### config.mk
export PLATFORM = sky130hd
export DESIGN_NAME = hdmi_yuv_out_top
export DESIGN_NICKNAME = d
export VERILOG_FILES = /design/src/hw/video_out_pkg.sv /design/src/hw/video_apb_regs.sv /design/src/hw/video_timing_gen.sv /design/src/hw/rgb_to_ycbcr.sv /design/src/hw/ycbcr_422_packer.sv /design/src/hw/hdmi_yuv_out_top.sv
export SDC_FILE = /design/constraint.sdc
export NUM_CORES = 1
export LEC_CHECK = 0
export BUFFER_PORTS_ARGS = -buffer_cell sky130_fd_sc_hd__buf_4
export CAP_MARGIN = 20
export CORE_AREA = 5 5 189 145
export DETAILED_ROUTE_END_ITERATION = 8
export DIE_AREA = 0 0 194 150
export PLACE_DENSITY = 0.92
export REMOVE_ABC_BUFFERS = 1
export SLEW_MARGIN = 40
export SYNTH_ARGS = -nofsm -noshare
export SYNTH_HDL_FRONTEND = slang
export SYNTH_SLANG_ARGS = --single-unit
### constraint.sdc
create_clock -name video_clk_148 -period 14.5 [get_ports video_clk_148]
set_input_delay 2.9 -clock video_clk_148 [delete_from_list [all_inputs] [get_ports video_clk_148]]
set_output_delay 2.9 -clock video_clk_148 [all_outputs]
set_load 0.03 [all_outputs]
### src/hw/video_out_pkg.sv
`default_nettype none

package video_out_pkg;

  // Bus and pixel widths
  localparam int COLOR_W    = 8;
  localparam int HDMI_W     = 16;
  localparam int STREAM_W   = 32;
  localparam int APB_ADDR_W = 8;
  localparam int APB_DATA_W = 32;

  //////////////////////////////////////////////////
  // Raster, shrunk to a test size
  //////////////////////////////////////////////////
  localparam int H_CNT_W = 5;
  localparam int V_CNT_W = 3;

  localparam logic [H_CNT_W-1:0] H_ACTIVE = 5'd16;
  localparam logic [H_CNT_W-1:0] H_TOTAL  = 5'd24;
  localparam logic [H_CNT_W-1:0] HS_START = 5'd18;
  localparam logic [H_CNT_W-1:0] HS_END   = 5'd20;
  localparam logic [V_CNT_W-1:0] V_ACTIVE = 3'd4;
  localparam logic [V_CNT_W-1:0] V_TOTAL  = 3'd6;
  // Vsync covers this whole line
  localparam logic [V_CNT_W-1:0] VS_LINE  = 3'd5;

  // Register map
  localparam logic [APB_ADDR_W-1:0] REG_CTRL      = 8'h00;
  localparam logic [APB_ADDR_W-1:0] REG_FRAMES    = 8'h04;
  localparam logic [APB_ADDR_W-1:0] REG_UNDERRUNS = 8'h08;

  //////////////////////////////////////////////////
  // Colour constants
  //////////////////////////////////////////////////
  localparam logic [COLOR_W-1:0] Y_BLACK = 8'd16;
  localparam logic [COLOR_W-1:0] C_BLACK = 8'd128;

  // BT.601 coefficients, scaled by 2^FRAC_W
  localparam int PROD_W = 18;
  localparam int FRAC_W = 8;
  localparam logic signed [PROD_W-1:0] Y_R_COEF  = 18'sd66;
  localparam logic signed [PROD_W-1:0] Y_G_COEF  = 18'sd129;
  localparam logic signed [PROD_W-1:0] Y_B_COEF  = 18'sd25;
  localparam logic signed [PROD_W-1:0] CB_R_COEF = -18'sd38;
  localparam logic signed [PROD_W-1:0] CB_G_COEF = -18'sd74;
  localparam logic signed [PROD_W-1:0] CB_B_COEF = 18'sd112;
  localparam logic signed [PROD_W-1:0] CR_R_COEF = 18'sd112;
  localparam logic signed [PROD_W-1:0] CR_G_COEF = -18'sd94;
  localparam logic signed [PROD_W-1:0] CR_B_COEF = -18'sd18;
  localparam logic signed [PROD_W-1:0] ROUND_C   = 18'sd128;

  // Pixel request to HDMI word, in cycles
  localparam int PIPE_LAT = 4;

  typedef struct packed {
    logic [COLOR_W-1:0] r;
    logic [COLOR_W-1:0] g;
    logic [COLOR_W-1:0] b;
  } rgb_t;

  typedef struct packed {
    logic [COLOR_W-1:0] y;
    logic [COLOR_W-1:0] cb;
    logic [COLOR_W-1:0] cr;
  } ycbcr_t;

endpackage

`default_nettype wire

### src/hw/video_apb_regs.sv
`default_nettype none

module video_apb_regs (
  input  logic                                 video_clk_148,
  input  logic                                 video_reset_148,
  input  logic [video_out_pkg::APB_ADDR_W-1:0] i_paddr,
  input  logic                                 i_psel,
  input  logic                                 i_penable,
  input  logic                                 i_pwrite,
  input  logic [video_out_pkg::APB_DATA_W-1:0] i_pwdata,
  output logic [video_out_pkg::APB_DATA_W-1:0] o_prdata,
  output logic                                 o_pready,
  output logic                                 o_pslverr,
  input  logic                                 i_frame_start,
  input  logic                                 i_underrun,
  output logic                                 o_enable
);

  import video_out_pkg::*;

  logic                  access;
  logic                  mapped;
  logic [APB_DATA_W-1:0] rd_mux;
  logic [APB_DATA_W-1:0] frame_cnt;
  logic [APB_DATA_W-1:0] underrun_cnt;

  // Access phase only, no wait states
  assign access   = i_psel && i_penable;
  assign o_pready = 1'b1;

  always_comb
  begin
    mapped = 1'b1;
    rd_mux = '0;
    case (i_paddr)
      REG_CTRL:      rd_mux = {{(APB_DATA_W-1){1'b0}}, o_enable};
      REG_FRAMES:    rd_mux = frame_cnt;
      REG_UNDERRUNS: rd_mux = underrun_cnt;
      default:       mapped = 1'b0;
    endcase
  end

  assign o_prdata  = (access && !i_pwrite) ? rd_mux : '0;
  assign o_pslverr = access && !mapped;

  //////////////////////////////////////////////////
  // Control register
  //////////////////////////////////////////////////
  always_ff @(posedge video_clk_148)
  begin
    if (video_reset_148)
    begin
      o_enable <= 1'b0;
    end
    else if (access && i_pwrite && i_paddr == REG_CTRL)
    begin
      o_enable <= i_pwdata[0];
    end
  end

  // Event counters, read only
  always_ff @(posedge video_clk_148)
  begin
    if (video_reset_148)
    begin
      frame_cnt    <= '0;
      underrun_cnt <= '0;
    end
    else
    begin
      if (i_frame_start)
        frame_cnt <= frame_cnt + 1'b1;
      if (i_underrun)
        underrun_cnt <= underrun_cnt + 1'b1;
    end
  end

endmodule

`default_nettype wire

### src/hw/video_timing_gen.sv
`default_nettype none

module video_timing_gen (
  input  logic video_clk_148,
  input  logic video_reset_148,
  input  logic i_enable,
  output logic o_de,
  output logic o_hsync,
  output logic o_vsync,
  output logic o_frame_start
);

  import video_out_pkg::*;

  logic [H_CNT_W-1:0] h_cnt;
  logic [V_CNT_W-1:0] v_cnt;
  logic               h_last;
  logic               v_last;

  assign h_last = (h_cnt == H_TOTAL - 1'b1);
  assign v_last = (v_cnt == V_TOTAL - 1'b1);

  //////////////////////////////////////////////////
  // Pixel and line counters
  //////////////////////////////////////////////////
  always_ff @(posedge video_clk_148)
  begin
    if (video_reset_148 || !i_enable)
    begin
      // Parked at the top left corner
      h_cnt <= '0;
      v_cnt <= '0;
    end
    else if (h_last)
    begin
      h_cnt <= '0;
      if (v_last)
        v_cnt <= '0;
      else
        v_cnt <= v_cnt + 1'b1;
    end
    else
    begin
      h_cnt <= h_cnt + 1'b1;
    end
  end

  //////////////////////////////////////////////////
  // Registered raster outputs
  //////////////////////////////////////////////////
  always_ff @(posedge video_clk_148)
  begin
    if (video_reset_148)
    begin
      o_de          <= 1'b0;
      o_hsync       <= 1'b0;
      o_vsync       <= 1'b0;
      o_frame_start <= 1'b0;
    end
    else
    begin
      o_de    <= i_enable && (h_cnt < H_ACTIVE) && (v_cnt < V_ACTIVE);
      o_hsync <= i_enable && (h_cnt >= HS_START) && (h_cnt < HS_END);
      o_vsync <= i_enable && (v_cnt == VS_LINE);
      // Wrap back to line 0, so the start after enable is not counted
      o_frame_start <= i_enable && h_last && v_last;
    end
  end

endmodule

`default_nettype wire

### src/hw/rgb_to_ycbcr.sv
`default_nettype none

module rgb_to_ycbcr (
  input  logic                  video_clk_148,
  input  logic                  video_reset_148,
  input  logic                  i_de,
  input  video_out_pkg::rgb_t   i_rgb,
  output logic                  o_de,
  output video_out_pkg::ycbcr_t o_ycbcr
);

  import video_out_pkg::*;

  logic signed [PROD_W-1:0] r_ext, g_ext, b_ext;
  logic signed [PROD_W-1:0] y_r, y_g, y_b;
  logic signed [PROD_W-1:0] cb_r, cb_g, cb_b;
  logic signed [PROD_W-1:0] cr_r, cr_g, cr_b;
  logic signed [PROD_W-1:0] y_sum, cb_sum, cr_sum;
  logic signed [PROD_W-1:0] y_shift, cb_shift, cr_shift;
  logic                     de_s1, de_s2;

  // Components are unsigned, widen before the signed multiply
  assign r_ext = signed'(PROD_W'(i_rgb.r));
  assign g_ext = signed'(PROD_W'(i_rgb.g));
  assign b_ext = signed'(PROD_W'(i_rgb.b));

  //////////////////////////////////////////////////
  // Stage 1, products
  //////////////////////////////////////////////////
  always_ff @(posedge video_clk_148)
  begin
    y_r  <= r_ext * Y_R_COEF;
    y_g  <= g_ext * Y_G_COEF;
    y_b  <= b_ext * Y_B_COEF;
    cb_r <= r_ext * CB_R_COEF;
    cb_g <= g_ext * CB_G_COEF;
    cb_b <= b_ext * CB_B_COEF;
    cr_r <= r_ext * CR_R_COEF;
    cr_g <= g_ext * CR_G_COEF;
    cr_b <= b_ext * CR_B_COEF;
  end

  // Stage 2, sums with rounding
  always_ff @(posedge video_clk_148)
  begin
    y_sum  <= y_r + y_g + y_b + ROUND_C;
    cb_sum <= cb_r + cb_g + cb_b + ROUND_C;
    cr_sum <= cr_r + cr_g + cr_b + ROUND_C;
  end

  // Chroma sums can go negative
  assign y_shift  = y_sum >>> FRAC_W;
  assign cb_shift = cb_sum >>> FRAC_W;
  assign cr_shift = cr_sum >>> FRAC_W;

  // Stage 3, scale down and add offsets
  always_ff @(posedge video_clk_148)
  begin
    o_ycbcr.y  <= y_shift[COLOR_W-1:0] + Y_BLACK;
    o_ycbcr.cb <= cb_shift[COLOR_W-1:0] + C_BLACK;
    o_ycbcr.cr <= cr_shift[COLOR_W-1:0] + C_BLACK;
  end

  // Data enable follows the three stages
  always_ff @(posedge video_clk_148)
  begin
    if (video_reset_148)
    begin
      de_s1 <= 1'b0;
      de_s2 <= 1'b0;
      o_de  <= 1'b0;
    end
    else
    begin
      de_s1 <= i_de;
      de_s2 <= de_s1;
      o_de  <= de_s2;
    end
  end

endmodule

`default_nettype wire

### src/hw/ycbcr_422_packer.sv
`default_nettype none

module ycbcr_422_packer (
  input  logic                             video_clk_148,
  input  logic                             video_reset_148,
  input  logic                             i_de,
  input  video_out_pkg::ycbcr_t            i_ycbcr,
  input  logic                             i_hsync,
  input  logic                             i_vsync,
  output logic                             o_de,
  output logic                             o_hsync,
  output logic                             o_vsync,
  output logic [video_out_pkg::HDMI_W-1:0] o_txd
);

  import video_out_pkg::*;

  logic                phase;
  logic [COLOR_W-1:0]  chroma;
  logic [PIPE_LAT-1:0] hs_dly;
  logic [PIPE_LAT-1:0] vs_dly;

  // Cb on even pixels, Cr on odd ones
  assign chroma = phase ? i_ycbcr.cr : i_ycbcr.cb;

  //////////////////////////////////////////////////
  // 4:2:2 word
  //////////////////////////////////////////////////
  always_ff @(posedge video_clk_148)
  begin
    if (video_reset_148)
    begin
      phase <= 1'b0;
      o_de  <= 1'b0;
      o_txd <= '0;
    end
    else
    begin
      // Restart at Cb on every line
      phase <= i_de ? ~phase : 1'b0;
      o_de  <= i_de;
      o_txd <= i_de ? {chroma, i_ycbcr.y} : '0;
    end
  end

  // Syncs skip the converter, so delay them by the full latency
  always_ff @(posedge video_clk_148)
  begin
    if (video_reset_148)
    begin
      hs_dly <= '0;
      vs_dly <= '0;
    end
    else
    begin
      hs_dly <= {hs_dly[PIPE_LAT-2:0], i_hsync};
      vs_dly <= {vs_dly[PIPE_LAT-2:0], i_vsync};
    end
  end

  assign o_hsync = hs_dly[PIPE_LAT-1];
  assign o_vsync = vs_dly[PIPE_LAT-1];

endmodule

`default_nettype wire

### src/hw/hdmi_yuv_out_top.sv
`default_nettype none

module hdmi_yuv_out_top (
  input  logic                                 video_clk_148,
  input  logic                                 video_reset_148,
  // Pixel stream
  input  logic                                 i_pix_valid,
  input  logic [video_out_pkg::STREAM_W-1:0]   i_pix_data,
  output logic                                 o_pix_ready,
  // APB
  input  logic [video_out_pkg::APB_ADDR_W-1:0] i_paddr,
  input  logic                                 i_psel,
  input  logic                                 i_penable,
  input  logic                                 i_pwrite,
  input  logic [video_out_pkg::APB_DATA_W-1:0] i_pwdata,
  output logic [video_out_pkg::APB_DATA_W-1:0] o_prdata,
  output logic                                 o_pready,
  output logic                                 o_pslverr,
  // HDMI
  output logic                                 o_hdmi_de,
  output logic                                 o_hdmi_hsync,
  output logic                                 o_hdmi_vsync,
  output logic [video_out_pkg::HDMI_W-1:0]     o_hdmi_txd
);

  import video_out_pkg::*;

  logic   enable;
  logic   frame_start;
  logic   tg_de, tg_hsync, tg_vsync;
  logic   take;
  logic   underrun;
  rgb_t   pix_sel;
  logic   cv_de;
  ycbcr_t cv_ycbcr;

  //////////////////////////////////////////////////
  // Stream handshake
  //////////////////////////////////////////////////
  assign o_pix_ready = tg_de;
  assign take        = tg_de && i_pix_valid;
  // Requested but nothing offered
  assign underrun    = tg_de && !i_pix_valid;
  assign pix_sel     = take ? rgb_t'(i_pix_data[3*COLOR_W-1:0]) : '0;

  video_apb_regs u_regs (
    .video_clk_148   (video_clk_148),
    .video_reset_148 (video_reset_148),
    .i_paddr         (i_paddr),
    .i_psel          (i_psel),
    .i_penable       (i_penable),
    .i_pwrite        (i_pwrite),
    .i_pwdata        (i_pwdata),
    .o_prdata        (o_prdata),
    .o_pready        (o_pready),
    .o_pslverr       (o_pslverr),
    .i_frame_start   (frame_start),
    .i_underrun      (underrun),
    .o_enable        (enable)
  );

  video_timing_gen u_timing (
    .video_clk_148   (video_clk_148),
    .video_reset_148 (video_reset_148),
    .i_enable        (enable),
    .o_de            (tg_de),
    .o_hsync         (tg_hsync),
    .o_vsync         (tg_vsync),
    .o_frame_start   (frame_start)
  );

  rgb_to_ycbcr u_csc (
    .video_clk_148   (video_clk_148),
    .video_reset_148 (video_reset_148),
    .i_de            (tg_de),
    .i_rgb           (pix_sel),
    .o_de            (cv_de),
    .o_ycbcr         (cv_ycbcr)
  );

  ycbcr_422_packer u_packer (
    .video_clk_148   (video_clk_148),
    .video_reset_148 (video_reset_148),
    .i_de            (cv_de),
    .i_ycbcr         (cv_ycbcr),
    .i_hsync         (tg_hsync),
    .i_vsync         (tg_vsync),
    .o_de            (o_hdmi_de),
    .o_hsync         (o_hdmi_hsync),
    .o_vsync         (o_hdmi_vsync),
    .o_txd           (o_hdmi_txd)
  );

endmodule

`default_nettype wire

==> flow_metrics.env <==
export IMPL_holdBufCountCts=0
export IMPL_cts_tree="done"
export IMPL_synth_seq_area_share_pct=32.9
export IMPL_synth_area_sq_mm=0.0162
export IMPL_synth_warnings=0
export IMPL_io_buffers=91
export IMPL_fillers=1643
export IMPL_drc=0
export IMPL_clock_fmax_mhz=133
export IMPL_synth_top_family_by_area="adder cells"
export IMPL_busiest_layer="met2"
export IMPL_antenna_found_initial=0
export IMPL_leakagePower_nw=9.07
export IMPL_ant_nets=0
export IMPL_synthSimpleGateAreaFrac_pct=14.2
export IMPL_path_class="in -> out"
export IMPL_use_met1_pct=36.0
export IMPL_synth_compound_area_share_pct=7.30
export IMPL_overflow=0
export IMPL_synthMuxAreaShare_pct=0.739
export IMPL_postCtsSetupBuffers=0
export IMPL_drtPass1Iterations=7
export IMPL_r2r_start="u_timing.o_de$_SDFF_PP0_"
export IMPL_gp_congestion=0.902
export IMPL_hold_violations=0
export IMPL_cpPeakStageDelay_ns=0.40
export IMPL_fin_crit_ns=7.53
export IMPL_async_flop_share_pct=0
export IMPL_synth_cells=1635
export IMPL_routed_wl_mm=40.9
export IMPL_antenna_cells=0
export IMPL_arrival_ns=4.63
export IMPL_status="completed"
export IMPL_net_switching_power_uw=318
export IMPL_grt_pass1_vias=12700
export IMPL_synth_edf_count=0
export IMPL_yosys_register_bits=267
export IMPL_use_met2_pct=46.9
export IMPL_grt_pass1_wl_mm=65.6
export IMPL_syn_area_per_cell_sq_um=9.93
export IMPL_final_common_cell="dfxtp_1"
export IMPL_hold_path_class="reg -> reg"
export IMPL_grt_met3_usage_pct=5.04
export IMPL_path_max_fanout=32
export IMPL_ys_types=66
export IMPL_hpwlAfterDp_mm=29.4
export IMPL_die_y_microns=150
export IMPL_worstSkewPairLatency_ns=0.55
export IMPL_setup_violations=0
export IMPL_synthAdderAreaFrac_pct=31.5
export IMPL_area_delta_synth_final_pct=11.8
export IMPL_pwr_share_comb_pct=1.6
export IMPL_die_area_sq_mm=0.0291
export IMPL_drt_wirelength_per_cell_microns=19.6
export IMPL_cp_end_kind="output port"
export IMPL_vias=12200
export IMPL_cp_start_kind="input pin"
export IMPL_ys_flop_type="dfxtp_1"
export IMPL_ctsLongestPathBuffers=3
export IMPL_via_per_inst=5.86
export IMPL_power_share_clock_pct=48.9
export IMPL_power_per_cell_area_mw_per_mm2=81.6
export IMPL_intPower_mw=1.16
export IMPL_swShare_pct=21.5
export IMPL_cap_violations=0
export IMPL_cts_buffers=27
export IMPL_crit_path_cell_trace="buf_4 > nor4_1 > nand2_1 > a21oi_1 > nand2_2 > nor3_1 > buf_4"
export IMPL_initial_core_util_pct=63.8
export IMPL_num_rows=51
export IMPL_die_width_microns=194
export IMPL_fin_crit_sh_pct=51.9
export IMPL_grt_util_all_layers_pct=27.7
export IMPL_crit_family="simple AND/OR/NAND/NOR gates"
export IMPL_fp_coreArea_sq_mm=0.0255
export IMPL_nets=2147
export IMPL_layout_drive_gt1_share_pct=8.97
export IMPL_relSlewSlack_pct=45.6
export IMPL_tightestPinTransition_ns=0.816
export IMPL_peakVddDrop_uv=72.8
export IMPL_fin_tns_setup_ns=0
export IMPL_p_seq_share_pct=49.5
export IMPL_rsz0062_at_grt="no"
export IMPL_ios=132
export IMPL_clock_sinks=267
export IMPL_htreeDepth=1
export IMPL_root_buffer="clkbuf_16"
export IMPL_cts_clk_slew_worst_paths_ns=0.06
export IMPL_cp_required_ns=11.60
export IMPL_slowest_stage="nand2_2"
export IMPL_fin_worst_skew_ns=0.0277
export IMPL_utilization_pct=71.3
export IMPL_crit_buf_inv=2
export IMPL_setup_worst_path_start="i_paddr[5]"
export IMPL_final_cell_mix="267 x dfxtp_1, 258 x ha_1, 177 x nor2_1, 155 x inv_1, 94 x buf_4"
export IMPL_drtIter0Drc=1008
export IMPL_synthXorXnorAreaFrac_pct=8.68
export IMPL_grt_max_degree=80
export IMPL_crit_top_cell="buf_4"
export IMPL_cts_resized=0
export IMPL_hp_start="u_csc.cb_sum[14]$_DFF_P_"
export IMPL_drv_slew=0
state kept, by name, summed over array words and instances (netlist names), 3 cells and up:
| register | cells |
|---|---|
| u_regs.frame_cnt | 32 |
| u_regs.underrun_cnt | 32 |
| u_csc.o_ycbcr | 24 |
| u_csc.y_g | 16 |
| u_packer.o_txd | 16 |
| u_csc.cb_g | 14 |
| u_csc.y_r | 14 |
| u_csc.cb_r | 13 |
| u_csc.y_b | 13 |
| u_csc.cr_b | 12 |
| u_csc.cr_g | 11 |
| u_csc.cb_b | 10 |
| u_csc.cr_r | 10 |
| u_csc.cb_sum | 8 |
| u_csc.cr_sum | 8 |
| u_csc.y_sum | 8 |
| u_timing.h_cnt | 5 |
| u_packer.hs_dly | 4 |
| u_packer.vs_dly | 4 |
| u_timing.v_cnt | 3 |
area by class of cell:
type                    instances  area (sq um)  share of cell area [%]
multi-input cells            1172         10200                    56.0
flip-flops and latches        267          5350                    29.4
clock buffers                  34           742                    4.09
repair buffers                 94           706                    3.89
inverters                     156           586                    3.23
well taps                     344           430                    2.37
clock inverters                16           185                    1.02
per-stage QoR:
stage          std cells  hold WS (ns)  setup slack (ns)  cell area, sq um  total power, mW
4_1_cts             2083         0.326              6.99             18200             1.49
6_report            2083         0.326              6.97             18200             1.48
3_5_place_dp        2033         0.312              6.72             17200            0.773
3_3_place_gp        2033         0.312              6.80             17200            0.773
5_1_grt             2083         0.334              6.81             18200             1.52
2_1_floorplan       1595         0.310              5.78             16100            0.757
worst register-to-register path, cell delays in order, from the launching register on:
cell       delay (ns)
dfxtp_1          0.65
and2_1           0.36
buf_4            0.35
nand2_1          0.18
inv_1            0.33
ha_1             0.31
inv_1            0.13
fa_1             0.47
fa_1             0.47
ha_1             0.35
ha_1             0.31
a21o_1           0.17
a21oi_1          0.27
o21ai_1          0.15
or4_1            0.47
a2111oi_0        0.40
nor3_1           0.10
metal layers:
| metal | wire [microns] | vias up |
|---|---|---|
| met3 | 3100 | 133 |
| met1 | 16800 | 5902 |
| li1 | - | 5670 |
| met2 | 19400 | 499 |
| met4 | 1580 | 0 |
| met5 | 0 | - |
worst paths after layout:
| check | end | slack (ns) | depth (start not counted) |
|---|---|---|---|
| setup reg to reg | u_csc.cb_r[15]$_DFF_P_ | 8.91 | 16 |
| setup / recovery | o_prdata[0] | 6.97 | 7 |
| hold / removal | u_csc.o_ycbcr[14]$_DFF_P_ | 0.33 | 0 |
| hold reg to reg | u_csc.o_ycbcr[14]$_DFF_P_ | 0.33 | 0 |
synth_stat cells (all sizes together) (4+ instances only):
library cell / instances / share of area [%]
o21ai: 27 / 0.83
nor2: 177 / 4.1
inv: 155 / 3.6
and4: 10 / 0.54
fa: 93 / 11
a21o: 22 / 1.0
nor4: 9 / 0.35
nor2b: 26 / 1.0
nor3b: 4 / 0.18
ha: 258 / 20
clkbuf: 29 / 0.67
and3: 25 / 0.96
a22oi: 31 / 1.4
nand2b: 7 / 0.27
dfxtp: 267 / 33
or2: 7 / 0.27
buf: 11 / 0.33
or4: 4 / 0.18
o21a: 8 / 0.37
xor2: 70 / 3.8
nand4: 24 / 1.0
a21oi: 50 / 1.5
nor3: 23 / 0.84
a21boi: 4 / 0.18
and2: 17 / 0.65
mux2i: 12 / 0.74
nand3: 39 / 1.2
xnor2: 91 / 4.9
nand2: 76 / 1.8
or3: 10 / 0.39
power groups by stage:
stage	Combinational (mW)	Clock, mW	Sequential (mW)
after floorplan	0.00625	0	0.750
after global placement	0.0225	0	0.750
after detailed placement	0.0230	0	0.750
after CTS	0.0233	0.728	0.734
after global routing	0.0252	0.761	0.733
final	0.0236	0.725	0.734
cell families (layout without fill, tap and decap cells):
family | after synthesis | after routing
mux | 12 | 12
flops | 267 | 267
fa+ha+maj | 354 | 354
other cells | 1 | 1
xor+xnor | 161 | 161
simple gates | 466 | 466
compound gates | 178 | 178
buf+inv | 196 | 300
Power figures use the tool's default switching activity.
